[src/fe_pkg.sv]
package fe_pkg;

   // ~~~~~~~~~~~~~~~~~~~~~~~~~~~~~~
   // address and instruction widths
   // ~~~~~~~~~~~~~~~~~~~~~~~~~~~~~~

   localparam int vaddr_width_c       = 32;
   localparam int page_offset_width_c = 12;
   localparam int vtag_width_c        = 20;
   localparam int ptag_width_c        = 20;
   localparam int instr_width_c       = 32;

   // ~~~~~~~~~~~~~~~~~~~~~~~~~~~~~~
   // cache line geometry
   // ~~~~~~~~~~~~~~~~~~~~~~~~~~~~~~

   localparam int line_words_c        = 4;
   localparam int byte_offset_width_c = $clog2(instr_width_c / 8);
   localparam int word_offset_width_c = $clog2(line_words_c);
   localparam int line_offset_width_c = byte_offset_width_c + word_offset_width_c;

   // pages whose ptag has this bit set are uncached I/O
   localparam int pma_io_bit_c = 19;

   typedef enum logic [1:0] {
      fe_op_fetch     = 2'd0,
      fe_op_tlb_fill  = 2'd1,
      fe_op_tlb_fence = 2'd2
   } fe_op_e;

   typedef enum logic [1:0] {
      priv_u = 2'd0,
      priv_s = 2'd1
   } priv_e;

endpackage

[src/fe_uncached.sv]
`timescale 1ns/1ns

module fe_uncached
   import fe_pkg::*;
(
   input  logic                     clk_i,
   input  logic                     reset_i,
   input  logic                     req_i,
   input  logic [vaddr_width_c-1:0] paddr_i,
   input  logic                     wb_ack_i,
   input  logic [instr_width_c-1:0] wb_dat_i,
   output logic [vaddr_width_c-1:0] wb_adr_o,
   output logic                     wb_cyc_o,
   output logic                     wb_stb_o,
   output logic                     we_o,
   output logic [instr_width_c-1:0] data_o,
   output logic                     done_o
);

   logic [vaddr_width_c-1:byte_offset_width_c] word_addr_r;

   assign wb_adr_o = {word_addr_r, {byte_offset_width_c{1'b0}}};
   assign we_o     = wb_stb_o && wb_ack_i;
   assign data_o   = wb_dat_i;

   always_ff @(posedge clk_i) begin
      if (!wb_cyc_o && req_i) begin
         word_addr_r <= paddr_i[vaddr_width_c-1:byte_offset_width_c];
      end
   end

   always_ff @(posedge clk_i) begin
      if (reset_i) begin
         wb_cyc_o <= 1'b0;
         wb_stb_o <= 1'b0;
         done_o   <= 1'b0;
      end else begin
         done_o <= we_o;
         if (!wb_cyc_o && req_i) begin
            wb_cyc_o <= 1'b1;
            wb_stb_o <= 1'b1;
         end else if (we_o) begin
            wb_cyc_o <= 1'b0;
            wb_stb_o <= 1'b0;
         end
      end
   end

endmodule

[config.mk]
export PLATFORM = sky130hd
export DESIGN_NAME = fe_uncached
export DESIGN_NICKNAME = d
export VERILOG_FILES = /design/src/fe_pkg.sv /design/src/fe_uncached.sv
export SDC_FILE = /design/constraint.sdc
export NUM_CORES = 1
export LEC_CHECK = 0
export BUFFER_PORTS_ARGS = -buffer_cell sky130_fd_sc_hd__buf_2
export CORE_MARGIN = 2
export CORE_UTILIZATION = 38
export CTS_BUF_LIST = sky130_fd_sc_hd__clkbuf_8
export CTS_CLUSTER_DIAMETER = 30
export CTS_CLUSTER_SIZE = 25
export DETAILED_ROUTE_END_ITERATION = 7
export PLACE_DENSITY = 0.87
export SYNTH_ARGS = -nofsm -noshare
export SYNTH_HDL_FRONTEND = slang
export SYNTH_SLANG_ARGS = --single-unit
[constraint.sdc]
create_clock -name clk_i -period 2.5 [get_ports clk_i]
set_clock_uncertainty 0.15 [all_clocks]
set_input_delay 0.25 -clock clk_i [delete_from_list [all_inputs] [get_ports clk_i]]
set_output_delay 0.25 -clock clk_i [all_outputs]
set_load 0.01 [all_outputs]
== Word-level counts from Yosys, hierarchy flattened ==
Cells that the tools add are included.
Storage, ports and cells
  bits in registers: 32
  bits of input ports: 68
  output and inout port bits: 68
  logic and storage cells: 9
Operators by class
  mux-type cells: 2
  reduce and logical (&&, ||, !) cells: 4
Operators by type and width (count)
  1-bit logical AND: 2
  1-bit 2-to-1 mux: 2
  2-bit nonzero test: 1
  1-bit logical NOT: 1

== Logic depth before layout (Yosys ltp) ==
  depth after elaboration: 3
  mapped depth: 2
  depth with buffers taken out: 2

== Worst setup path after synthesis ==
OpenSTA, ideal clock, no wires.
  path type: register to register
  start point: register wb_stb_o (netlist name)
  end point: register word_addr_r[10] (netlist name), enable pin
  setup time: 0.373 ns
  arrival time: 0.895 ns
  required time: 1.977 ns
  setup slack: 1.082 ns
  cell stages (with the launch flop): 2
  period minus slack after synthesis: 1.418 ns
  path through: dfxtp_1 and2b_2
RTL lines
  to (signal assigned): line fe_uncached.sv:28  | word_addr_r <= paddr_i[vaddr_width_c-1:byte_offset_width_c];
  to (decl): line fe_uncached.sv:20  | logic [vaddr_width_c-1:byte_offset_width_c] word_addr_r;

==> metrics list <==
* Post-cts gate resize count: 0
- For this run, the slowest stage of the critical path takes 0.64 ns.
- Measured against the total synthesized area, the mux share comes to 0%.
- For this block, the initial DRC count from the detailed router was 13.
- For the pin with the worst max-slew slack, the measured transition is 0.633 ns.
* Endpoint of the lowest-slack register-to-register path: word_addr_r[30]
- GRT overflow: 0
* Power share of the sequential group: 51.9%
- Cell chosen for the clock root: clkbuf_8
- Number of buffers inserted by post-CTS setup repair: 0
* Count of final max-slew check failures: 0
- Count of distinct cell types in the synthesized netlist: 9
- Power Total: 0.00122 W
- Floorplan die area: 3770 sq um
- The number of cells on the worst reg-to-reg path is 1.
- Number of remaining DRC errors: 0
- Total GRT Usage: 14.1%
* Fraction of synthesized cell area in xor and xnor cells: 0%
* Port bufs: 67
- Worst vdd rail ir drop: 0.271 mV
- The H-tree was split into 2 levels.
- In this run the horizontal extent of the chip is 61.4 um.
* RePlAce Congestion: 0.611
- Hold Buf Count CTS: 20
* Final hold violations: 0
- After clock tree synthesis, the clock-pin slew on the worst setup and hold paths is 0.06 ns.
- Area share of fa/ha/maj cells after synthesis: 0%
- Endpoint of the worst hold path: word_addr_r[30]
* Mapped Cells: 73
* Critical path buffers and inverters: 0
- Final setup violating endpoints: 0
- Setup repair after global routing left no endpoint under its margin.
- Setup TNS: 0 ns
* Flop-to-flop setup slack: 0.99 ns
* Reg-to-reg startpoint: wb_stb_o
* Largest net degree at the start of global routing: 31
- Internal power: 0.000982 W
* Antenna violations before repair: 0
- Averaged over all synthesized cells, the footprint is 17.2 sq um.
* Synth warnings: 0
- Using the TritonRoute via totals, the vias-per-cell ratio works out to 4.21.
- Type of the most critical hold path: input pin to register
- The via count of the first global-routing pass is 750.
- Height of the die: 61.4 um
* Count of nets left with antenna violations after detail routing: 0
* Number of violations of the max-capacitance limit: 0
- The final critical path takes up 60.3% of the cycle.
- After synthesis, the largest family of logic cells by area is buffers and inverters.
- Family with the most delay on the worst path: simple AND/OR/NAND/NOR gates
- Category of the critical setup timing path: register to register
- The clock period could shrink to 1.51 ns.
- The final layout contains routed wiring with a total length of 2690 um.
- Initial Util: 40.4%
* Relative max-transition margin: 57.8%
- Total half-perimeter wirelength after legalization and detailed placement: 1630 um
- Area fraction in compound gates after synthesis: 0%
- I/O pin count: 136
- Number of buffers between clock root and the deepest sink: 2
- For this run, the register share of the synthesized area comes to 75.1%.
- The worst setup path is launched from a register.
- CTS Sinks: 32
* First-pass GRT wire length: 3530 um
* Post-layout net count: 204
- Worst-path maximum fanout: 30
* Number of search-and-repair iterations in the first detailed-routing pass: 3
* Highest-delay cell along the critical path: and2b_2
- Required time of the critical path: 2.26 ns
* Count of vias placed by the detailed router: 762
- TritonCTS built the clock tree.
* Clock share of power: 37.8%
- Counting instances, the worst hold path has a depth of 1.
* Switching power of the nets: 0.000238 W
- Based on the critical path, the design can be clocked at up to 663 MHz.
* Core Area: 3100 sq um
- Of the cells placed in the final design, the portion with a size suffix greater than 1 is 56.9%.
- Worst path cell trace: and2b_2
* Register bit total from synthesis: 32
* Routed wire per std cell: 14.9 um
- Per report_power, the combinational group accounts for 10.3% of the total.
- The number of antenna diodes in the final layout is 0.
- Cell area power density: 708 nW/um^2
* Critical hold path startpoint: paddr_i[30]
- At the worst endpoint, the arrival time is 1.26 ns.
* Post-synthesis instance area: 1250 sq um
- The analysis attributes to cell leakage a power of 0.750 nW.
* Result of the run: complete, no violations
- After floorplanning, the core was divided into 20 placement rows.
- Area overhead of the layout relative to synthesis: 37.5%
- STA classifies the critical path endpoint as a register.
- Inserted Clock Buffers: 5
- The later pin in the worst-skew pair is clocked with a latency of 0.27 ns.
- The synthesized netlist devotes 3.60% of its cell area to simple gates.
- Of the total power, the share spent switching nets is 19.5%.
[cell type report]
cell class | instances | area (sq um)
sequential | 32 | 941
fill | 255 | 1380
tap | 44 | 55.1
multi-input combinational | 7 | 52.6
clock buffer | 5 | 68.8
timing repair buffer | 90 | 566
clock inverter | 3 | 38.8
[cell usage after synthesis]
master / number / area, sq um
buf_4: 35 / 263
edfxtp_1: 30 / 901
dfxtp_1: 2 / 40.0
and2_4: 1 / 8.76
and2b_2: 1 / 8.76
conb_1: 1 / 3.75
nor2_1: 1 / 3.75
nor2b_4: 1 / 13.8
nor3_2: 1 / 10.0
[how the worst max path moves through the flow]
| stage | from | cells past startpoint | to | slack (ns) |
|---|---|---|---|---|
| final | wb_stb_o | 1 | word_addr_r[30] | 0.99 |
| after floorplan | wb_stb_o | 1 | word_addr_r[10] | 1.08 |
| after global placement | wb_stb_o | 1 | word_addr_r[10] | 1.05 |
| after CTS | wb_stb_o | 1 | word_addr_r[30] | 0.99 |
| after detailed placement | wb_stb_o | 1 | word_addr_r[30] | 1.00 |
| after global routing | wb_stb_o | 1 | word_addr_r[9] | 0.92 |
[cell families after synthesis]
family | count (synthesis)
buf+inv | 35
flops | 32
simple gates | 5
other cells | 1
[metrics by stage]
stage                     cell area [sq um]  hold WS, ns  setup slack, ns  util [%]  cells
final                                  1720      0.00274            0.992      55.5    181
after global placement                 1380        0.278             1.05      44.6    150
after floorplan                        1260        0.164             1.08         -     74
after global routing                   1720    -0.000303            0.917      55.5    181
after CTS                              1690     0.000150            0.986      54.5    178
after detailed placement               1380        0.279             1.00      44.6    150
[cells in the final DEF, fill, tap and decap left out]
cell / n
clkbuf_8: 5
nor2b_4: 1
bufinv_16: 1
nor2_1: 1
dfxtp_1: 2
inv_1: 1
buf_2: 67
nor3_2: 1
conb_1: 2
and2_4: 1
clkinv_2: 1
edfxtp_1: 30
dlygate4sd3_1: 23
and2b_2: 1
[per-layer routing]
layer | global-route usage, % | share of wire, % | wire [um] | up-vias
li1 | - | - | - | 338
met1 | 10.4 | 33 | 894 | 348
met2 | 27.2 | 53 | 1430 | 64
met3 | 7.14 | 11 | 303 | 12
met4 | 8.81 | 2.3 | 63 | 0
met5 | 0 | 0 | 0 | -
[sequential cells by signal, summed over array words and instances (netlist names)]
| signal | cells |
|---|---|
| wb_stb_o | 1 |
| word_addr_r | 30 |
| done_o | 1 |
[power by group through the flow]
| stage | combinational (W) | clock [W] | sequential (W) |
|---|---|---|---|
| after floorplan | 0.0000747 | 0 | 0.000662 |
| final | 0.000125 | 0.000462 | 0.000633 |
| after detailed placement | 0.0000967 | 0 | 0.000644 |
| after global routing | 0.000136 | 0.000490 | 0.000636 |
| after CTS | 0.000121 | 0.000475 | 0.000632 |
| after global placement | 0.0000931 | 0 | 0.000643 |
(Power assumes the default switching activity.)
