==> config.mk <==
export PLATFORM = sky130hd
export DESIGN_NAME = fe_wb_arbiter
export DESIGN_NICKNAME = d
export VERILOG_FILES = /design/src/fe_pkg.sv /design/src/fe_wb_arbiter.sv
export SDC_FILE = /design/constraint.sdc
export NUM_CORES = 1
export LEC_CHECK = 0
export ABC_AREA = 1
export BUFFER_PORTS_ARGS = -buffer_cell sky130_fd_sc_hd__buf_2
export CORE_ASPECT_RATIO = 0.7
export CORE_MARGIN = 2
export CORE_UTILIZATION = 26
export DETAILED_ROUTE_END_ITERATION = 10
export PLACE_DENSITY = 0.89
export SYNTH_ARGS = -nofsm -noshare
export SYNTH_HDL_FRONTEND = slang
export SYNTH_SLANG_ARGS = --single-unit
==> constraint.sdc <==
create_clock -name clk_i -period 1.1 [get_ports clk_i]
set_input_delay 0.22 -clock clk_i [delete_from_list [all_inputs] [get_ports clk_i]]
set_output_delay 0.22 -clock clk_i [all_outputs]
set_load 0.005 [all_outputs]
==> src/fe_pkg.sv <==
package fe_pkg;

   // ~~~~~~~~~~~~~~~~~~~~~~~~~~~~~~
   // address and instruction widths
   // ~~~~~~~~~~~~~~~~~~~~~~~~~~~~~~

   localparam int vaddr_width_c       = 32;
   localparam int page_offset_width_c = 12;
   localparam int vtag_width_c        = 20;
   localparam int ptag_width_c        = 20;
   localparam int instr_width_c       = 32;

   // ~~~~~~~~~~~~~~~~~~~~~~~~~~~~~~
   // cache line geometry
   // ~~~~~~~~~~~~~~~~~~~~~~~~~~~~~~

   localparam int line_words_c        = 4;
   localparam int byte_offset_width_c = $clog2(instr_width_c / 8);
   localparam int word_offset_width_c = $clog2(line_words_c);
   localparam int line_offset_width_c = byte_offset_width_c + word_offset_width_c;

   // pages whose ptag has this bit set are uncached I/O
   localparam int pma_io_bit_c = 19;

   typedef enum logic [1:0] {
      fe_op_fetch     = 2'd0,
      fe_op_tlb_fill  = 2'd1,
      fe_op_tlb_fence = 2'd2
   } fe_op_e;

   typedef enum logic [1:0] {
      priv_u = 2'd0,
      priv_s = 2'd1
   } priv_e;

endpackage

==> src/fe_wb_arbiter.sv <==
`timescale 1ns/1ns

module fe_wb_arbiter
   import fe_pkg::*;
(
   input  logic                     clk_i,
   input  logic                     reset_i,
   input  logic                     m0_cyc_i,
   input  logic                     m0_stb_i,
   input  logic [vaddr_width_c-1:0] m0_adr_i,
   input  logic                     m1_cyc_i,
   input  logic                     m1_stb_i,
   input  logic [vaddr_width_c-1:0] m1_adr_i,
   input  logic                     wb_ack_i,
   output logic                     wb_cyc_o,
   output logic                     wb_stb_o,
   output logic [vaddr_width_c-1:0] wb_adr_o,
   output logic                     ack0_o,
   output logic                     ack1_o
);

   logic grant_v_r;
   logic grant_r;
   logic sel_cyc;

   assign sel_cyc = grant_r ? m1_cyc_i : m0_cyc_i;

   // master 0 wins a tie, and a grant is held until its cyc falls
   always_ff @(posedge clk_i) begin
      if (reset_i) begin
         grant_v_r <= 1'b0;
         grant_r   <= 1'b0;
      end else if (!grant_v_r) begin
         if (m0_cyc_i) begin
            grant_v_r <= 1'b1;
            grant_r   <= 1'b0;
         end else if (m1_cyc_i) begin
            grant_v_r <= 1'b1;
            grant_r   <= 1'b1;
         end
      end else if (!sel_cyc) begin
         grant_v_r <= 1'b0;
      end
   end

   assign wb_cyc_o = grant_v_r && sel_cyc;
   assign wb_stb_o = grant_v_r && (grant_r ? m1_stb_i : m0_stb_i);
   assign wb_adr_o = grant_r ? m1_adr_i : m0_adr_i;
   assign ack0_o   = grant_v_r && !grant_r && wb_ack_i;
   assign ack1_o   = grant_v_r && grant_r && wb_ack_i;

   // every ack from the slave reaches exactly one master
   a_one_ack: assert property (@(posedge clk_i) disable iff (reset_i)
      wb_ack_i |-> (ack0_o ^ ack1_o));

endmodule

# [Word level (Yosys, flattened, before mapping)]
# Index checks and enable logic that the tools add are counted.
[op_classes] muxes=9 n_bitwise=1 n_reduce_logical=9
[ops] op="2-to-1 mux 32 bit" count=1
[ops] op="2-to-1 mux 1 bit" count=8
[ops] op="logical AND 1 bit" count=6
[ops] op="AND reduction 2 bit" count=1
[ops] op="nonzero test 2 bit" count=1
[ops] op="logical NOT 1 bit" count=1
[ops] op="NOT 1 bit" count=1
[word_totals] ff_bits=2 inputBits=71 out_inout_bits=36 word_cells=21

# [Depth between registers and ports, before layout]
[logic_depth] depth_word=3 mapped_depth=6 ltp_nobuf=5

# [Worst setup path before layout]
# OpenSTA, ideal clock, no wires.
[synth_path] path_kind="reg2out" startpoint="reg grant_r" endpoint="out wb_adr_o[20]" t_arrival_ns=0.709 path_slack_ns=0.171 path_stages_with_launch=6 path_buffers=2 cell_sequence="dfxtp_1 buf_6 inv_8 buf_6 nand2_1 nand2_1"
[synth_via] elab_chain_len=1
[synth_rtl] element="start, declared" line="fe_wb_arbiter.sv:23" source="logic grant_r;"
[synth_rtl] element="start signal, assigned" line="fe_wb_arbiter.sv:32" source="grant_r <= 1'b0;"
[synth_rtl] element="start signal, assigned" line="fe_wb_arbiter.sv:36" source="grant_r <= 1'b0;"
[synth_rtl] element="start signal, assigned" line="fe_wb_arbiter.sv:39" source="grant_r <= 1'b1;"
[synth_rtl] element="2-to-1 mux 32 bit" line="fe_wb_arbiter.sv:48" source="assign wb_adr_o = grant_r ? m1_adr_i : m0_adr_i;"
[synth_rtl] element="end, declared" line="fe_wb_arbiter.sv:17" source="output logic [vaddr_width_c-1:0] wb_adr_o,"
# Every way passes these cells.

# [Worst setup path in the final report]
[layout_path] startpoint="reg grant_r" endpoint="out wb_adr_o[15]"
# Same word-level chain as after synthesis.

==> impl_results.md <==
* Clock skew at 0.000216 ns
* DIE HEIGHT at 43.2 um
* P&R area growth vs syn at 148%
* Post-synthesis net count at 195
* Reg2reg setup slack at 0.05 ns
* Max IR drop VDD at 0.000410 V
* Die X at 60.0 um
* Max cap viols at 0
* Met3 usage at 3.05%
* Cells along the critical path: buf_12 -> clkbuf_16 -> nand2_2 -> nand2_1 -> buf_2
* Routability congestion estimate at 0.677
* R2r endpoint: grant_v_r$_SDFF_PP0_
* R2R cell count at 7
* Setup ws final at -0.229 ns
* Finished Core Util at 66.8%
* Hold Path Sink: grant_v_r$_SDFF_PP0_
* Failing checks: negative setup slack
* GRT Overall Usage at 17.6%
* Final period util at 121%
* I/O pin count at 107
* Final Setup Violations at 36
* Leakage Power at 0.912 nW
* First-pass GRT wire length at 3.50 mm
* DR iter-0 viols at 33
* Worst path bufs/invs at 3
* Share of the yosys chip area belonging to registers at 7.02%
* Post-synth design cell area at 571 um^2
* Critical path depth at 5
* DRC viols at 0
* Met2 Use GR at 30.7%
* Outcome: finished, violations left
* Syn Inst Count at 124
* GR Overflow Total at 0
* Worst hold stages at 2
* CTS Buf Count at 3
* Startpoint types: flop
* Pwr/cell area at 619 mW/mm^2
* Antenna-violating nets left at 0
* Core Box Area at 0.00212 mm^2
* Number of detailed-route iterations in the first pass at 4
* Grt met1 use at 21.2%
* Warnings from Yosys at 0
* Cell at the slowest stage of the critical path: dfxtp_4
* Fraction of layout cells with a size suffix above 1 at 67.6%
* Worst Setup End Kind: primary output
* CTS tree: built
* Hold_sp: reset_i
* Port Buffers at 106
* Crit Path Category: flop to primary output
* Minimum clock period at 1.33 ns
* Number of global-route vias before repair at 903
* Reg-to-Reg Start: grant_r$_SDFFE_PP0P_
* Final net count at 311
* Worst hold path class: input port to flop
* Fin Setup TNS at -6.76 ns
* Syn Area/Cell at 4.60 um^2
* Via Count at 1,134
* Post-DR vias/cell at 4.20
* Unrepaired setup endpoints after global routing: yes
* Die area at 0.00259 mm^2
* Clock buffer depth at 2
* Rows at 14
* Initial Util at 26.9%
* Post-synth cell types at 14
* Max-Slew Margin vs Limit at 90.8%
* CP required at 0.88 ns
* Critical Path AT at 1.11 ns
* Number of synthesized register bits at 2
* Clock Pin Slew Worst Setup and Hold Paths at 0.03 ns
* Least-Margin Pin Slew at 0.138 ns
* Pin count of the biggest net entering global routing at 19
* FMAX at 753 MHz
* Delay-heaviest family, CP: buffers and inverters
* Hold_buf cts at 0
* Num Clock Sinks at 2
* Final wirelength at 2.61 mm
* H-tree Lvls at 1
* HPWL Detailed at 1.70 mm
* Max-slew violations at 0
* CTS root buf: clkbuf_4
* Most used routing layer: met2
* Crit Path Max Fanout at 7
* Final Hold Viols at 0
* Max incr delay on CP at 0.36 ns
* Diodes inserted at 0
* Final Power at 0.877 mW
* WL/cell at 9.65 um
* Initial antenna violation count at 0
* Clk_lat worst skew at 0.23 ns
==> per-layer routing <==
layer / share of wire (%) / vias up
li1: - / 601
met1: 41 / 468
met2: 49 / 60
met3: 8.7 / 5
met4: 1.2 / 0
met5: 0 / -
==> cell usage in the layout (no fill, tap or decap) <==
cell type / netlist / layout
inv_1: 2 / 2
nand3_1: 1 / 1
buf_12: 0 / 2
a21oi_2: 1 / 2
inv_2: 1 / 1
inv_12: 0 / 2
inv_6: 0 / 1
nor2_2: 2 / 2
buf_16: 0 / 1
buf_2: 0 / 106
nand2_1: 102 / 73
buf_8: 0 / 1
dfxtp_4: 0 / 1
inv_16: 0 / 1
clkbuf_16: 0 / 2
nand2_4: 0 / 5
clkbuf_4: 0 / 3
dfxtp_1: 2 / 1
nand3_2: 1 / 1
buf_4: 3 / 3
nand2_2: 1 / 25
nor3_2: 0 / 2
==> timing repair <==
item,4_1_cts,5_1_grt
gates resized for setup,19,29
setup endpoints to repair,36,36
pin swaps,1,23
buffers inserted,0,1
gates cloned,3,3
==> state kept, by name, indices dropped and copies added (netlist names) <==
register	flops
grant_r	1
grant_v_r	1
==> worst max-delay path by stage <==
stage                              start            to  slack [ns]
finish              grant_r$_SDFFE_PP0P_  wb_adr_o[15]       -0.23
global route        grant_r$_SDFFE_PP0P_   wb_adr_o[1]       -0.27
CTS                 grant_r$_SDFFE_PP0P_        ack1_o       -0.22
detailed placement  grant_r$_SDFFE_PP0P_      wb_stb_o       -0.06
global placement    grant_r$_SDFFE_PP0P_      wb_stb_o       -0.04
floorplan           grant_r$_SDFFE_PP0P_  wb_adr_o[20]        0.17
==> worst reg2reg max path: stages, from the launching register on <==
cell	delay (ns)
dfxtp_4	0.37
buf_16	0.16
inv_16	0.05
nand3_2	0.05
nand2_2	0.05
buf_4	0.12
nor2_2	0.09
nor2_2	0.04
==> metrics by stage <==
| step | hold WS, ns | setup WS [ns] | cells | area (um^2) |
|---|---|---|---|---|
| after detailed placement | 0.420 | -0.0588 | 260 | 1140 |
| after global placement | 0.405 | -0.0432 | 260 | 1140 |
| after floorplan | 0.287 | 0.171 | 124 | 571 |
| final | 0.184 | -0.229 | 270 | 1420 |
| after CTS | 0.183 | -0.215 | 266 | 1260 |
| after global routing | 0.191 | -0.270 | 270 | 1420 |
==> synthesized netlist by cell type <==
master	instances	area, um^2
a21oi_1	1	5.00
a21oi_2	1	8.76
buf_4	3	22.5
buf_6	4	45.0
dfxtp_1	2	40.0
inv_1	2	7.51
inv_2	1	3.75
inv_8	1	11.3
nand2_1	102	383
nand2_2	1	6.26
nand3_1	1	5.00
nand3_2	1	10.0
nor2_2	2	12.5
nor3_1	2	10.0
==> layout make-up <==
class                   count  area [um^2]
inverters                   4         31.3
clock buffers               3         22.5
repair buffers            115          686
multi-input cells         111          552
flip-flops and latches      2         43.8
repair inverters            3         41.3
fillers                   209          703
well taps                  32         40.0
==> logic make-up after synthesis <==
group,count (synthesis),share of synthesized area [%]
buf+inv,11,15.8
flops,2,7.02
compound gates,2,2.41
simple gates,109,74.8
==> report_power, final <==
part           leakage, nW  switching, mW  internal (mW)
sequential          0.0173        0.00957         0.0794
clock               0.0138         0.0422          0.120
combinational        0.881          0.295          0.331
total                0.912          0.346          0.531
Note: power is estimated with default switching activity, not from simulation.
