`config.mk`:
```
export PLATFORM = sky130hd
export DESIGN_NAME = fe_refill
export DESIGN_NICKNAME = d
export VERILOG_FILES = /design/src/fe_pkg.sv /design/src/fe_refill.sv
export SDC_FILE = /design/constraint.sdc
export NUM_CORES = 1
export LEC_CHECK = 0
export ABC_CLOCK_PERIOD_IN_PS = 2100
export BUFFER_PORTS_ARGS = -buffer_cell sky130_fd_sc_hd__buf_2
export CAP_MARGIN = 5
export CELL_PAD_IN_SITES_DETAIL_PLACEMENT = 0
export CELL_PAD_IN_SITES_GLOBAL_PLACEMENT = 1
export CORE_MARGIN = 1.5
export CORE_UTILIZATION = 24
export CTS_CLUSTER_DIAMETER = 80
export DETAILED_ROUTE_END_ITERATION = 10
export PLACE_DENSITY_LB_ADDON = 0.25
export SLEW_MARGIN = 25
export SYNTH_ARGS = -nofsm -noshare
export SYNTH_HDL_FRONTEND = slang
export SYNTH_SLANG_ARGS = --single-unit
export TNS_END_PERCENT = 10
```
`constraint.sdc`:
```
create_clock -name clk_i -period 2.1 [get_ports clk_i]
set_clock_uncertainty 0.2 [all_clocks]
set_input_delay 0.105 -clock clk_i [delete_from_list [all_inputs] [get_ports clk_i]]
set_output_delay 0.105 -clock clk_i [all_outputs]
set_load 0.005 [all_outputs]
```
`src/fe_pkg.sv`:
```
package fe_pkg;

   // ~~~~~~~~~~~~~~~~~~~~~~~~~~~~~~
   // address and instruction widths
   // ~~~~~~~~~~~~~~~~~~~~~~~~~~~~~~

   localparam int vaddr_width_c       = 32;
   localparam int page_offset_width_c = 12;
   localparam int vtag_width_c        = 20;
   localparam int ptag_width_c        = 20;
   localparam int instr_width_c       = 32;

   // ~~~~~~~~~~~~~~~~~~~~~~~~~~~~~~
   // cache line geometry
   // ~~~~~~~~~~~~~~~~~~~~~~~~~~~~~~

   localparam int line_words_c        = 4;
   localparam int byte_offset_width_c = $clog2(instr_width_c / 8);
   localparam int word_offset_width_c = $clog2(line_words_c);
   localparam int line_offset_width_c = byte_offset_width_c + word_offset_width_c;

   // pages whose ptag has this bit set are uncached I/O
   localparam int pma_io_bit_c = 19;

   typedef enum logic [1:0] {
      fe_op_fetch     = 2'd0,
      fe_op_tlb_fill  = 2'd1,
      fe_op_tlb_fence = 2'd2
   } fe_op_e;

   typedef enum logic [1:0] {
      priv_u = 2'd0,
      priv_s = 2'd1
   } priv_e;

endpackage

```
`src/fe_refill.sv`:
```
`timescale 1ns/1ns

module fe_refill
   import fe_pkg::*;
#(
   parameter int icache_sets_p = 64
) (
   input  logic                     clk_i,
   input  logic                     reset_i,
   input  logic                     req_i,
   input  logic [vaddr_width_c-1:0] paddr_i,
   input  logic                     wb_ack_i,
   input  logic [instr_width_c-1:0] wb_dat_i,
   output logic [vaddr_width_c-1:0] wb_adr_o,
   output logic                     wb_cyc_o,
   output logic                     wb_stb_o,
   output logic                     we_o,
   output logic [instr_width_c-1:0] word_o,
   output logic [$clog2(icache_sets_p)+word_offset_width_c-1:0] idx_o,
   output logic                     done_o
);

   localparam int set_width_lp = $clog2(icache_sets_p);

   logic [vaddr_width_c-1:line_offset_width_c] line_r;
   logic [word_offset_width_c-1:0]             cnt_r;
   logic                                       last;

   assign last     = (cnt_r == word_offset_width_c'(line_words_c - 1));
   assign wb_adr_o = {line_r, cnt_r, {byte_offset_width_c{1'b0}}};
   assign we_o     = wb_stb_o && wb_ack_i;
   assign word_o   = wb_dat_i;
   assign idx_o    = {line_r[line_offset_width_c +: set_width_lp], cnt_r};

   always_ff @(posedge clk_i) begin
      if (!wb_cyc_o && req_i) begin
         line_r <= paddr_i[vaddr_width_c-1:line_offset_width_c];
      end
   end

   // cyc stays up for the whole line, stb drops for a cycle after each ack
   always_ff @(posedge clk_i) begin
      if (reset_i) begin
         wb_cyc_o <= 1'b0;
         wb_stb_o <= 1'b0;
         cnt_r    <= '0;
         done_o   <= 1'b0;
      end else begin
         done_o <= 1'b0;
         if (!wb_cyc_o) begin
            if (req_i) begin
               wb_cyc_o <= 1'b1;
               wb_stb_o <= 1'b1;
               cnt_r    <= '0;
            end
         end else if (we_o) begin
            wb_stb_o <= 1'b0;
            if (last) begin
               wb_cyc_o <= 1'b0;
               done_o   <= 1'b1;
            end else begin
               cnt_r <= cnt_r + 1'b1;
            end
         end else if (!wb_stb_o) begin
            wb_stb_o <= 1'b1;
         end
      end
   end

endmodule

```
Word-level counts from Yosys, hierarchy flattened
Cells that the tools add are included.

$add $sub $neg: 1. Reductions and logical operators: 6. Bitwise logic cells: 2. Equal/unequal tests: 3. Multiplexer cells: 12.

Operators by type and width (number): two-way mux 1 bit (8); two-way mux 2 bit (4); AND reduction 3 bit (1); OR reduction 3 bit (1); adder 2 x 1 -> 2 bit, second input constant (1); == test 2 bit, second input constant (1); logical AND 1 bit (2); inequality test 2 x 1 -> 1 bit, second input constant (1); inequality test 2 bit, second input constant (1); NOT 1 bit (2); nonzero test 2 bit (1); zero test 1 bit (1).

Logic and storage cells: 29. Register bits: 33. Input port bits: 68.

Longest topological paths before layout
Depth after elaboration: 4. Depth in mapped cells: 4. Depth with buffers taken out: 4.

Worst setup path before layout
OpenSTA, ideal clock, no wires.

Path kind: flip-flop to flip-flop. Start: reg wb_cyc_o. End: reg line_r[10] in the netlist's numbering (enable). Clock period less this slack: 1.686 ns. Library setup time: 0.383 ns. Data required time: 1.517 ns. Path slack: 0.414 ns. Arrival: 1.104 ns. Stages on the path, launching flop included: 3. Cell sequence: dfxtp_1 -> nand2b_1 -> inv_1.

Longest elaborated chain between the ends: 2.

Ends and longest elaborated chain: start, declared (RTL line fe_refill.sv:15) `output logic wb_cyc_o,`; start signal, assigned (RTL line fe_refill.sv:44) `wb_cyc_o <= 1'b0;`; start signal, assigned (RTL line fe_refill.sv:52) `wb_cyc_o <= 1'b1;`; start signal, assigned (RTL line fe_refill.sv:59) `wb_cyc_o <= 1'b0;`; zero test 1 bit; logical AND 1 bit (RTL line fe_refill.sv:36) `if (!wb_cyc_o && req_i) begin`; end signal, assigned (RTL line fe_refill.sv:37) `line_r <= paddr_i[vaddr_width_c-1:line_offset_width_c];`; end, declared (RTL line fe_refill.sv:25) `logic [vaddr_width_c-1:line_offset_width_c] line_r;`.

No other way between the ends. A chain may end at the register's enable or synchronous reset.

Worst setup path after layout
Start: reg wb_cyc_o. End: reg line_r[7] in the netlist's numbering (enable).

The elaborated chain is that of the path after synthesis.

==> impl_metrics.json <==
{
  "p_seq_share_pct": 55.6,
  "grt_usage_pct": 8.98,
  "place_congestion": 0.670,
  "rsz0062_at_grt": "false",
  "arrival_ns": 1.24,
  "cp.buffers_inverters": 2,
  "critical_path_class": "reg2reg",
  "comb_power_share_pct": 10.5,
  "fin_crit_ns": 1.50,
  "ys_warn_count": 0,
  "cts_tree": "done",
  "p_sw_share_pct": 19.5,
  "setup.worst_path.end_class": "register",
  "final_common_cell": "buf_2",
  "fill_cells": 536,
  "coreArea_sq_um": 5510,
  "drv_slew": 0,
  "hold_slack_ns": 0.0100,
  "setup_viol": 0,
  "first_pass_iters": 2,
  "required_ns": 1.84,
  "layout_setup_ws_ns": 0.597,
  "post-route-period-util_pct": 71.6,
  "clock.fmax_ghz": 0.665,
  "drive_above_1_share_pct": 49.4,
  "drcViolationCount": 0,
  "timing.rr.end": "line_r[7]",
  "cts_buffers": 5,
  "ant_nets": 0,
  "slowest_delay_ns": 0.36,
  "crit_slowest_cell": "dfxtp_1",
  "port-buffer-count": 73,
  "nets": 234,
  "avgSynthCellArea_sq_um": 14.7,
  "grt_pass1_vias": 928,
  "path_max_fanout": 28,
  "rows": 27,
  "yosysSeqAreaShare_pct": 68.3,
  "layout_common_cells": "73 x buf_2, 31 x dlygate4sd3_1, 28 x edfxtp_1",
  "placed_cell_area_sq_um": 1530,
  "gr-total-overflow": 0,
  "cts_resized": 0,
  "clockPowerShare_pct": 34.0,
  "cp_num_cells": 3,
  "power.total_mw": 1.37,
  "num_vias": 907,
  "viasPerCell": 3.81,
  "setup.worst_path.end": "line_r[7]",
  "clk_pin_slew_ns": 0.06,
  "ir_drop_mv": 0.328,
  "die_area_sq_um": 6200,
  "r2r_slack_ns": 0.60,
  "switchingPower_uw": 268,
  "synth.cell_area_sq_um": 1380,
  "htreeDepth": 2,
  "crit_path_start_kind": "register",
  "grt_pass1_wl_um": 4220,
  "crit_family": "buffers and inverters",
  "postCtsHoldBufs": 31,
  "clockBufferDepth": 2,
  "wl_per_cell_um": 10.9,
  "finalWirelength_um": 2590,
  "start_util_pct": 25.0,
  "postCtsSetupBuffers": 0,
  "p_leak_nw": 0.843,
  "yosysTopAreaCell": "edfxtp_1",
  "die_height_um": 78.8,
  "fin_setup_tns_ns": 0,
  "synth_cell_types": 18,
  "cts.sinks": 33,
  "cap_violations": 0,
  "clk_latency_ns": 0.27,
  "hold_path_class": "in2out",
  "internal-power_mw": 1.11,
  "drt_iter0_drc": 16,
  "status": "finished clean",
  "reg2reg_from": "wb_cyc_o",
  "synth_top_area_share_pct": 61.0,
  "fp.dieW_um": 78.8,
  "antenna_found_initial": 0,
  "powerDensity_nw_per_um2": 712,
  "ys_top_cells_by_area": "edfxtp_1 61%, buf_4 23%, dfxtp_1 7.3%",
  "area_growth_pct": 40.1,
  "syn_inst": 94,
  "dpl.hpwl_um": 1860,
  "ys_seq_elements": 33,
  "antenna_cells": 0,
  "rr_worst_depth": 3,
  "root_buffer": "clkbuf_8",
  "grt_max_degree": 29,
  "cp-startpoint": "wb_cyc_o",
  "hold_viol_final": 0,
  "fin_area_sq_um": 1930,
  "post-place-ws_ns": 0.585,
  "worstPathCellList": "nand2b_1 -> inv_1 -> buf_4",
  "io_pins": 144
}
-- worst min-delay path by stage --
stage	slack, ns	startpoint	depth (start not counted)	end
CTS	0.01	wb_dat_i[16]	0	word_o[16]
global placement	0.01	wb_dat_i[16]	0	word_o[16]
floorplan	-0.03	reset_i	1	cnt_r[0]
finish	0.01	wb_dat_i[27]	0	word_o[27]
detailed placement	0.01	wb_dat_i[16]	0	word_o[16]
global route	0.01	wb_dat_i[15]	0	word_o[15]
-- power by group through the flow --
stage | sequential, mW | combinational, mW | clock [mW]
6_report | 0.764 | 0.144 | 0.467
5_1_grt | 0.768 | 0.160 | 0.522
4_1_cts | 0.764 | 0.147 | 0.498
3_5_place_dp | 0.778 | 0.102 | 0
3_3_place_gp | 0.777 | 0.0998 | 0
2_1_floorplan | 0.783 | 0.0812 | 0
-- registers in the layout, summed over array words and instances, names as in the netlist --
name      flops
wb_cyc_o      1
wb_stb_o      1
line_r       28
done_o        1
cnt_r         2
-- area by class of cell --
cell class	count	area, sq um	area share (%)
clock buffers	8	90.1	4.67
flip-flops and latches	33	941	48.8
well taps	72	90.1	4.67
multi-input cells	18	118	6.10
repair buffers	105	683	35.4
inverters	2	7.51	0.389
-- cell families after synthesis --
family / count (synthesis) / share of synthesized area [%]
flops: 33 / 68.3
buf+inv: 44 / 23.4
fa+ha+maj: 1 / 0.908
other cells: 1 / 0.272
compound gates: 3 / 1.63
simple gates: 12 / 5.45
-- cell usage after synthesis (all sizes together) --
| cell type | number |
|---|---|
| and2 | 1 |
| edfxtp | 28 |
| or2 | 2 |
| nor3b | 1 |
| nand3 | 3 |
| a311oi | 1 |
| buf | 42 |
| a21oi | 2 |
| nand2b | 1 |
| dfxtp | 5 |
| nand4b | 1 |
| inv | 2 |
| nor2 | 2 |
| nor3 | 1 |
| ha | 1 |
| conb | 1 |
-- stage by stage --
| stage | instances | utilization (%) |
|---|---|---|
| 5_1_grt | 238 | 35.0 |
| 2_1_floorplan | 95 | - |
| 3_3_place_gp | 199 | 27.8 |
| 3_5_place_dp | 199 | 27.8 |
| 4_1_cts | 238 | 35.0 |
| 6_report | 238 | 35.0 |
-- routing by layer --
| metal | GRT usage, % | wire, um | up-vias |
|---|---|---|---|
| met5 | 0 | 0 | - |
| met4 | 4.46 | 62 | 0 |
| met3 | 5.29 | 281 | 13 |
| met2 | 15.9 | 1370 | 57 |
| met1 | 8.01 | 872 | 419 |
| li1 | - | - | 418 |
No activity file was read; power rests on OpenSTA's default activity.
