### src/fe_pkg.sv
package fe_pkg;

   // ~~~~~~~~~~~~~~~~~~~~~~~~~~~~~~
   // address and instruction widths
   // ~~~~~~~~~~~~~~~~~~~~~~~~~~~~~~

   localparam int vaddr_width_c       = 32;
   localparam int page_offset_width_c = 12;
   localparam int vtag_width_c        = 20;
   localparam int ptag_width_c        = 20;
   localparam int instr_width_c       = 32;

   // ~~~~~~~~~~~~~~~~~~~~~~~~~~~~~~
   // cache line geometry
   // ~~~~~~~~~~~~~~~~~~~~~~~~~~~~~~

   localparam int line_words_c        = 4;
   localparam int byte_offset_width_c = $clog2(instr_width_c / 8);
   localparam int word_offset_width_c = $clog2(line_words_c);
   localparam int line_offset_width_c = byte_offset_width_c + word_offset_width_c;

   // pages whose ptag has this bit set are uncached I/O
   localparam int pma_io_bit_c = 19;

   typedef enum logic [1:0] {
      fe_op_fetch     = 2'd0,
      fe_op_tlb_fill  = 2'd1,
      fe_op_tlb_fence = 2'd2
   } fe_op_e;

   typedef enum logic [1:0] {
      priv_u = 2'd0,
      priv_s = 2'd1
   } priv_e;

endpackage

### src/fe_itlb.sv
`timescale 1ns/1ns

module fe_itlb
   import fe_pkg::*;
#(
   parameter int itlb_els_p = 8
) (
   input  logic                    clk_i,
   input  logic                    reset_i,
   input  logic                    flush_i,
   input  logic                    translation_en_i,
   input  logic                    lookup_v_i,
   input  logic                    fill_v_i,
   input  logic [vtag_width_c-1:0] vtag_i,
   input  logic [ptag_width_c-1:0] fill_ptag_i,
   input  logic                    fill_u_i,
   input  logic                    fill_x_i,
   output logic                    hit_v_o,
   output logic                    miss_v_o,
   output logic [ptag_width_c-1:0] ptag_o,
   output logic                    u_o,
   output logic                    x_o
);

   localparam int ptr_width_lp = (itlb_els_p > 1) ? $clog2(itlb_els_p) : 1;

   logic [itlb_els_p-1:0]   valid_r;
   logic [vtag_width_c-1:0] vtag_r [itlb_els_p];
   logic [ptag_width_c-1:0] ptag_r [itlb_els_p];
   logic [itlb_els_p-1:0]   u_r;
   logic [itlb_els_p-1:0]   x_r;
   logic [itlb_els_p-1:0]   match;
   logic                    any_match;
   logic [ptr_width_lp-1:0] match_idx;
   logic [ptr_width_lp-1:0] rr_ptr_r;

   always_comb begin
      match_idx = '0;
      for (int i = 0; i < itlb_els_p; i++) begin
         match[i] = valid_r[i] && (vtag_r[i] == vtag_i);
         if (match[i]) begin
            match_idx = ptr_width_lp'(i);
         end
      end
   end

   assign any_match = |match;

   always_ff @(posedge clk_i) begin
      if (fill_v_i) begin
         vtag_r[rr_ptr_r] <= vtag_i;
         ptag_r[rr_ptr_r] <= fill_ptag_i;
         u_r[rr_ptr_r]    <= fill_u_i;
         x_r[rr_ptr_r]    <= fill_x_i;
      end
   end

   always_ff @(posedge clk_i) begin
      if (reset_i) begin
         valid_r  <= '0;
         rr_ptr_r <= '0;
      end else if (flush_i) begin
         valid_r <= '0;
      end else if (fill_v_i) begin
         valid_r[rr_ptr_r] <= 1'b1;
         rr_ptr_r <= (rr_ptr_r == ptr_width_lp'(itlb_els_p - 1)) ? '0 : rr_ptr_r + 1'b1;
      end
   end

   // translation off passes the vtag through as an executable user page
   always_ff @(posedge clk_i) begin
      if (reset_i) begin
         hit_v_o  <= 1'b0;
         miss_v_o <= 1'b0;
      end else begin
         hit_v_o  <= lookup_v_i && (!translation_en_i || any_match);
         miss_v_o <= lookup_v_i && translation_en_i && !any_match;
      end
   end

   always_ff @(posedge clk_i) begin
      if (lookup_v_i) begin
         ptag_o <= translation_en_i ? ptag_r[match_idx] : vtag_i;
         u_o    <= !translation_en_i || u_r[match_idx];
         x_o    <= !translation_en_i || x_r[match_idx];
      end
   end

   a_single_match: assert property (@(posedge clk_i) disable iff (reset_i)
      lookup_v_i |-> $onehot0(match));

endmodule

### config.mk
export PLATFORM = sky130hd
export DESIGN_NAME = fe_itlb
export DESIGN_NICKNAME = d
export VERILOG_FILES = /design/src/fe_pkg.sv /design/src/fe_itlb.sv
export SDC_FILE = /design/constraint.sdc
export NUM_CORES = 1
export LEC_CHECK = 0
export BUFFER_PORTS_ARGS = -buffer_cell sky130_fd_sc_hd__buf_2
export CELL_PAD_IN_SITES_DETAIL_PLACEMENT = 1
export CELL_PAD_IN_SITES_GLOBAL_PLACEMENT = 1
export CORE_ASPECT_RATIO = 2
export CORE_MARGIN = 1.5
export CORE_UTILIZATION = 57
export DETAILED_ROUTE_END_ITERATION = 10
export PLACE_DENSITY = 0.85
export SYNTH_ARGS = -nofsm -noshare
export SYNTH_HDL_FRONTEND = slang
export SYNTH_SLANG_ARGS = --single-unit
### constraint.sdc
create_clock -name clk_i -period 9.3 [get_ports clk_i]
set_clock_uncertainty 0.05 [all_clocks]
set_input_delay 1.86 -clock clk_i [delete_from_list [all_inputs] [get_ports clk_i]]
set_output_delay 1.86 -clock clk_i [all_outputs]
set_load 0.01 [all_outputs]
**Word-level counts from Yosys, hierarchy flattened**

Memories as Yosys holds them, arrays and structs flattened.
Index checks and enable logic that the tools add are counted.

- Flip-flop bits (word level): 51
- Logic and storage cells: 65
- Bits in writable memories: 320
- Input bits: 48
- Output and inout bits: 24
- Memories kept: 2

Memories:

| memory | depth | width | rd ports | clocked after memory_dff | wr ports | line | text |
|---|---|---|---|---|---|---|---|
| ptag_r | 8 | 20 | 1 | 0 | 1 | fe_itlb.sv:29 | `logic [ptag_width_c-1:0] ptag_r [itlb_els_p];` |
| vtag_r | 8 | 20 | 8 | 0 | 1 | fe_itlb.sv:28 | `logic [vtag_width_c-1:0] vtag_r [itlb_els_p];` |

- Bitwise logic cells: 2
- Add/subtract/negate cells: 1
- Muxes and demuxes: 19
- Reductions and logical operators: 20
- $lt $le $gt $ge: 3
- Equal/unequal tests: 9

Operator list:

| operator | number |
|---|---|
| $eq 20x20->1 | 8 |
| $mux 3 | 7 |
| $mux 20 | 1 |
| $bwmux 8 | 2 |
| $logic_and 1x1->1 | 12 |
| $lt 3x4->1 const B | 2 |
| $or 8x8->8 | 1 |
| $reduce_or 8->1 | 1 |
| $bmux 1 s3 | 2 |
| $mux 1 | 6 |
| $add 3x1->3 const B | 1 |
| $demux 1 s3 | 1 |
| $eq 3x3->1 const B | 1 |
| $ge 3x1->1 const B | 1 |
| $logic_or 1x1->1 | 3 |
| $logic_not 1->1 | 2 |
| $reduce_and 2->1 | 1 |
| $reduce_or 2->1 | 1 |
| $not 1->1 | 1 |

**Logic depth before layout (Yosys ltp)**

Gate-level depths: netlist of run 1.
An unclocked memory read counts as a cell.

- Depth in word-level cells: 13
- Depth in mapped cells: 12
- Depth with buffers taken out: 9

**Worst setup path before layout of run 1**

No wires, ideal clock.

- Path type: input to register
- Start point: input fill_v_i
- End point: memory ptag_r[0][0], enable pin
- Path slack: 3.872 ns
- Setup time: 0.496 ns
- Path buffers: 0
- Stages on the path: 2
- Arrival time: 4.882 ns
- Data required time: 8.754 ns
- Path through: nand2b_1 nor3_1

- Cells in the longest elaborated chain, start to end: 2

RTL lines:

| element | line | text |
|---|---|---|
| from (decl) | fe_itlb.sv:13 | `input logic fill_v_i,` |
| $mux 1 | fe_itlb.sv:50 | `if (fill_v_i) begin` |
| $mux 1 (implied by the code) | fe_itlb.sv:52 | `ptag_r[rr_ptr_r] <= fill_ptag_i;` |
| to (decl) | fe_itlb.sv:29 |  |

No other way between the ends.

**Worst setup path after layout of run 1**

- Start point: input vtag_i[0]
- End point: register ptag_o[1] (data pin)

- Cells in the longest elaborated chain, start to end: 11
- Elaborated cells between the ends (all ways): 23
- Those cells by class: 7 x eq/ne; 8 x mux; 7 x reduce/logical; 1 x memory

RTL lines:

| element | line | text |
|---|---|---|
| from (decl) | fe_itlb.sv:14 | `input logic [vtag_width_c-1:0] vtag_i,` |
| $eq 20x20->1 | fe_itlb.sv:40 | `match[i] = valid_r[i] && (vtag_r[i] == vtag_i);` |
| $logic_and 1x1->1 | fe_itlb.sv:40 |  |
| $mux 1 | fe_itlb.sv:41 | `if (match[i]) begin` |
| $mux 3 (5 in a row) | fe_itlb.sv:41 |  |
| $mux 3 * | fe_itlb.sv:41 |  |
| $mem_v2 8x20 * | -- |  |
| $mux 20 * | fe_itlb.sv:83 | `ptag_o <= translation_en_i ? ptag_r[match_idx] : vtag_i;` |
| to (signal assigned) | fe_itlb.sv:83 |  |
| to (decl) | fe_itlb.sv:20 | `output logic [ptag_width_c-1:0] ptag_o,` |

Mark *: on every way between the ends. The rest lies on a longest branch, timed or not.
A chain may end at the register's enable or synchronous reset.

==> flow_summary.ini, run 1 <==
[run_status]
status = finished clean

[sta]
finalCritPeriodShare_pct = 57.7
hold_slack_ns = 0.432
worst_slew_pin_slew_ns = 1.17
fmax_mhz = 186
drv_slew = 0
setup_violations = 0
hold_viol = 0
slew-limit-headroom_pct = 21.5
finalWorstSetupSlack_ns = 3.93
fin_crit_ns = 5.37
setup-tns-final_ns = 0
rsz0062_at_grt = no

[floorplan]
die-area_mm2 = 0.0279
core_area_mm2 = 0.0264
num_rows = 84
die_x_um = 119
pin_count = 72
start_util_pct = 58.1
die_h_um = 235

[placement]
dp_hpwl_um = 25400
port_buffers = 71
pre_cts_ws_ns = 3.49
gp_congestion = 0.849

[final_layout]
utilization_pct = 64.6
layout-drive-gt1-share_pct = 20.7
multi_input_area_mm2 = 0.00411
seq_area_mm2 = 0.0110
syn_to_final_growth_pct = 11.3
fillers = 2294
fin_nets = 1037

[run]
cap_violations = 0

[setup_path]
cp.required_ns = 9.61
slowest_delay_ns = 0.86
crit_chain = buf_2, xnor2_1, nand2_1, or3b_2, nor4_1, and4b_1, and3_1, or2_4, a221oi_1, a211oi_1
cp.arrival_ns = 5.67
crit_path_end_kind = register
crit_type = in2reg
cp_max_fo = 21
startpoint_type = input port
slowest_stage = and3_1

[synth]
ys.flop_type = edfxtp_1
syn_nets = 964
synth_enable_flop_cells = 358
yosysWarnings = 0
syn_inst = 914
synth_async_sr_flop_share_pct = 0
yosysSeqAreaShare_pct = 71.9
syn_avg_cell_area_um2 = 16.8
ys_ff_latch = 371
syn_area_mm2 = 0.0153
ys_types = 51

[global_route]
grt_max_degree = 45
grt_pass1_vias = 9743
grt_usage_pct = 30.2
grt_pass1_wl_um = 61800
antenna_found_initial = 1
overflow = 0

[cts]
post-cts-setup-buffers = 0
clk_latency_ns = 0.57
clk_pin_slew_worst_paths_ns = 0.07
cts_buffer_depth = 3
postCtsHoldBufs = 0
clkSinkCount = 371
htreeDepth = 1
cts_tree = done
root_buffer = clkbuf_16
ctsResizeCount = 0
numCtsBuffers = 31

[route]
drtAntennaViolNets = 0
dr.pass1.iters = 5
drc = 0
drtIter0Drc = 699
drt-total-wl_um = 41300
viasPerCell = 6.37
wire_per_inst_um = 30.5
num_vias = 8624

[min_path]
hp-class = reg2reg

[power]
p_leak_nw = 5.75
peakVddDrop_v = 0.000253
p_per_area_mw_per_mm2 = 202
## state kept, by name, summed over array words and instances (netlist names)
| signal | flops |
|---|---|
| hit_v_o | 1 |
| miss_v_o | 1 |
| ptag_o | 20 |
| ptag_r | 160 |
| rr_ptr_r | 3 |
| u_o | 1 |
| u_r | 8 |
| valid_r | 8 |
| vtag_r | 160 |
| x_o | 1 |
| x_r | 8 |
## per-layer routing
metal / share of wire [%] / global-route usage [%] / wire length, µm / vias up
met5: 0 / 0 / 0 / -
met4: 5.2 / 14.9 / 2160 / 0
met3: 4.7 / 3.71 / 1950 / 127
met2: 55 / 56.8 / 22800 / 340
met1: 35 / 33.1 / 14400 / 4481
li1: - / - / - / 3676
## critical path: cells and delay by family
family                    cells  cell delay [ns]
AOI/OAI and AO/OA             2             0.55
and+or+nand+nor               6             2.56
buffers and inverters         1             0.41
xor gates and xnor gates      1             0.27
## final timing paths
kind                      start          to  slack [ns]  depth (start not counted)
hold / removal       valid_r[2]  valid_r[2]        0.43                          1
setup reg to reg  vtag_r[7][16]         u_o        5.18                         10
setup / recovery      vtag_i[0]   ptag_o[1]        3.93                         10
hold reg to reg      valid_r[2]  valid_r[2]        0.43                          1
## final cells by class
type	instances	area share [%]
timing repair buffer	83	2.61
multi-input combinational	500	24.1
tap	344	2.52
sequential	371	64.6
antenna	1	0.0147
clock inverter	21	1.57
clock buffer	34	4.62
## cell usage after synthesis (2+ instances only)
cell type / instances / area (µm²)
nor2b_1: 2 / 12.5
mux2_4: 20 / 300
a311o_1: 2 / 20.0
dfxtp_1: 13 / 260
mux2_2: 20 / 225
or3b_2: 3 / 26.3
a21boi_0: 2 / 15.0
mux2i_1: 7 / 70.1
a211o_1: 2 / 17.5
and4_1: 2 / 17.5
and3_1: 2 / 12.5
xor2_1: 54 / 473
xnor2_1: 103 / 902
and4b_1: 2 / 20.0
buf_6: 8 / 90.1
nor3b_1: 2 / 15.0
buf_4: 9 / 67.6
nor2_1: 37 / 139
nor3_1: 7 / 35.0
a221oi_1: 20 / 175
nor4_1: 19 / 119
nor4b_1: 4 / 35.0
clkbuf_1: 9 / 33.8
a21o_1: 20 / 150
edfxtp_1: 358 / 10800
or3b_1: 4 / 35.0
a221oi_2: 20 / 300
o21a_1: 9 / 67.6
nand4_1: 32 / 200
xnor2_2: 3 / 48.8
nand2b_1: 5 / 31.3
a21oi_1: 3 / 15.0
buf_2: 16 / 80.1
a211oi_1: 21 / 158
ha_1: 2 / 25.0
nand2_1: 41 / 154
nand3_1: 17 / 85.1
## report_power, final
group	switching [mW]	internal, mW	leakage, nW
Sequential	0.0133	1.87	3.37
Combinational	0.127	0.0626	1.86
Clock	0.578	0.798	0.516
## logic make-up after synthesis
kind of cell | synth area share, %
fa+ha+maj | 0.163
xor+xnor | 9.29
flops | 71.9
mux | 3.89
simple gates | 6.74
buf+inv | 1.80
compound gates | 6.26
## per-stage QoR
stage          instances  power (mW)  instance area [µm²]
2_1_floorplan        914        2.02                15300
3_3_place_gp        1298        2.09                16000
3_5_place_dp        1298        2.10                16000
4_1_cts             1353        3.46                17000
5_1_grt             1354        3.52                17100
6_report            1354        3.45                17100
## placed cells by master (no fill, tap or decap), types with 3 or more instances in the layout
master	synthesis	final
a211oi_1	21	21
a21o_1	20	20
a21oi_1	3	3
a221oi_1	20	20
a221oi_2	20	20
buf_2	16	71
buf_4	9	12
bufinv_16	0	7
clkbuf_1	9	3
clkbuf_16	0	31
clkinv_1	0	10
clkinv_2	0	4
dfxtp_1	13	13
edfxtp_1	358	358
mux2_2	20	20
mux2_4	20	20
mux2i_1	7	7
nand2_1	41	41
nand2b_1	5	5
nand3_1	17	17
nand4_1	32	32
nor2_1	37	30
nor2_4	0	7
nor3_1	7	5
nor4_1	19	19
nor4b_1	4	3
o21a_1	9	8
or3b_1	4	4
or3b_2	3	3
xnor2_1	103	103
xnor2_2	3	3
xor2_1	54	54
No activity file was read; power rests on OpenSTA's default activity.
==> run 2: changes to the inputs <==
--- a/config.mk
+++ b/config.mk
@@ -10,9 +10,9 @@
 export CELL_PAD_IN_SITES_GLOBAL_PLACEMENT = 1
 export CORE_ASPECT_RATIO = 2
 export CORE_MARGIN = 1.5
-export CORE_UTILIZATION = 57
+export CORE_UTILIZATION = 47
 export DETAILED_ROUTE_END_ITERATION = 10
-export PLACE_DENSITY = 0.85
+export PLACE_DENSITY = 0.75
 export SYNTH_ARGS = -nofsm -noshare
 export SYNTH_HDL_FRONTEND = slang
 export SYNTH_SLANG_ARGS = --single-unit
==> constraint.sdc (replaced) <==
create_clock -name clk_i -period 4.37 [get_ports clk_i]
set_clock_uncertainty 0.05 [all_clocks]
set_input_delay 0.874 -clock clk_i [delete_from_list [all_inputs] [get_ports clk_i]]
set_output_delay 0.874 -clock clk_i [all_outputs]
set_load 0.01 [all_outputs]
==> run 2 against run 1 <==
  * Global-route usage shrank 4.8 points
  * Utilization down 9.8 points
  * Die area rose by 21%
  * Non-clock buffer count rose by 61
  * Critical path depth grew 3
  * Critical endpoint is now ptag_o[13]
  * Critical path type unchanged
  * Combinational power is 130% higher
  * Via count is 0.46% lower
  * Design area increased by 3.3%
==> flow_summary.ini, run 2 (synthesized netlist as in run 1, its figures left out) <==
[route]
drc = 0
drtIter0Drc = 526
drt-total-wl_um = 41600
dr.pass1.iters = 5
drtAntennaViolNets = 0
num_vias = 8584
wire_per_inst_um = 27.7
viasPerCell = 5.73

[cts]
cts_buffer_depth = 3
post-cts-setup-buffers = 0
cts_tree = done
postCtsHoldBufs = 0
ctsResizeCount = 0
clk_latency_ns = 0.58
htreeDepth = 1
clk_pin_slew_worst_paths_ns = 0.07
root_buffer = clkbuf_16
numCtsBuffers = 31
clkSinkCount = 371

[global_route]
grt_util_met3_pct = 2.64
grt_pass1_vias = 9425
grt_usage_pct = 25.4
antenna_found_initial = 1
gr-usage-met1_pct = 26.8
overflow = 0
top_usage_layer = met2
grt_max_degree = 44
grt_pass1_wl_um = 60800
met2_usage_pct = 47.3

[final_layout]
multi_input_area_mm2 = 0.00412
layout-drive-gt1-share_pct = 25.7
fin_nets = 1098
seq_area_mm2 = 0.0110
fillers = 3036
num_antenna_cells = 0
layout_commonest_cell = edfxtp_1
mostFrequentLayoutCells = 358 x edfxtp_1, 103 x xnor2_1, 71 x buf_2
reg.largest.list = ptag_r (160), vtag_r (160), ptag_o (20)
syn_to_final_growth_pct = 15.0

[sta]
finalCritPeriodShare_pct = 86.4
drv_slew = 0
slew-limit-headroom_pct = 15.7
worst_slew_pin_slew_ns = 1.26
fmax_mhz = 265
setup-tns-final_ns = 0
hold_viol = 0
hold_slack_ns = 0.433
setup_violations = 0
rsz0062_at_grt = no
fin_crit_ns = 3.77

[setup_path]
crit_path_start = vtag_i[5]
slowest_stage = nor4_1
cp.arrival_ns = 4.04
crit_end = ptag_o[13]
r2r_slack_ns = 0.86
cp_max_fo = 14
cp_num_buf_inv = 4
r2r-end = ptag_o[13]
crit_path_end_kind = register
cp.required_ns = 4.63
crit_family = compound AO/OA/AOI/OAI gates
slowest_delay_ns = 0.49
crit_chain = buf_2, buf_4, xor2_1, nor4_1, nand4_1, a211oi_1, o21a_2, nor2_4, buf_12, buf_12, mux2_4, a221oi_2, a211oi_1
crit_type = in2reg
r2r-start = vtag_r[5][2]
r2r_cells = 11
cp.depth = 13
startpoint_type = input port

[floorplan]
die_x_um = 131
num_rows = 93
die-area_mm2 = 0.0338
pin_count = 72
die_h_um = 258
core_area_mm2 = 0.0321
start_util_pct = 47.7

[min_path]
hp-class = reg2reg

[placement]
dp_hpwl_um = 28600
port_buffers = 71
gp_congestion = 0.849

[power]
peakVddDrop_v = 0.000352
p_leak_nw = 6.02
p_per_area_mw_per_mm2 = 403

[run_status]
status = finished clean

[run]
cap_violations = 0
[run 2: cell type report]
cell class              count  area share (%)
well taps                 427            3.03
multi-input cells         500            23.4
clock inverters            18           0.739
clock buffers              39            4.63
flip-flops and latches    371            62.5
repair buffers            144            5.70
[run 2: where the power goes]
group	switching, mW	leakage, nW	internal, mW	total (mW)
registers	0.0273	3.37	3.97	4.00
clock network	1.26	0.459	1.39	2.65
logic	0.281	2.19	0.159	0.440
[run 2: worst min-delay path by stage]
stage               start          to  slack [ns]  cells past startpoint
6_report       valid_r[1]  valid_r[1]        0.43                      1
3_5_place_dp   valid_r[2]  valid_r[2]        0.41                      1
5_1_grt        valid_r[1]  valid_r[1]        0.46                      1
3_3_place_gp   valid_r[2]  valid_r[2]        0.39                      1
4_1_cts        valid_r[1]  valid_r[1]        0.44                      1
2_1_floorplan  valid_r[2]  valid_r[2]        0.38                      1
[run 2: through the flow]
stage	power, mW	setup slack (ns)	util [%]	instances	instance area (µm²)
after floorplan	4.29	0.990	-	914	15300
after global placement	4.50	0.0908	51.9	1442	16700
after detailed placement	4.52	-0.0506	51.9	1442	16700
after CTS	7.14	0.552	54.8	1499	17600
after global routing	7.26	0.540	54.8	1499	17600
final	7.09	0.596	54.8	1499	17600
[run 2: worst register-to-register path, cell delays in order (launching register included)]
cell and delay, ns:
edfxtp_1 0.38, xnor2_1 0.51, nand2_1 0.09, or3b_1 0.37, nor4_1 0.38, and4_1 0.40
nor2_4 0.08, buf_12 0.17, buf_12 0.17, mux2_4 0.30, a221oi_2 0.26, a211oi_1 0.10
[run 2: layer usage]
metal	share of wire, %	vias up
li1	-	3796
met1	34	4442
met2	56	244
met3	3.3	100
met4	6.4	2
met5	0.029	-
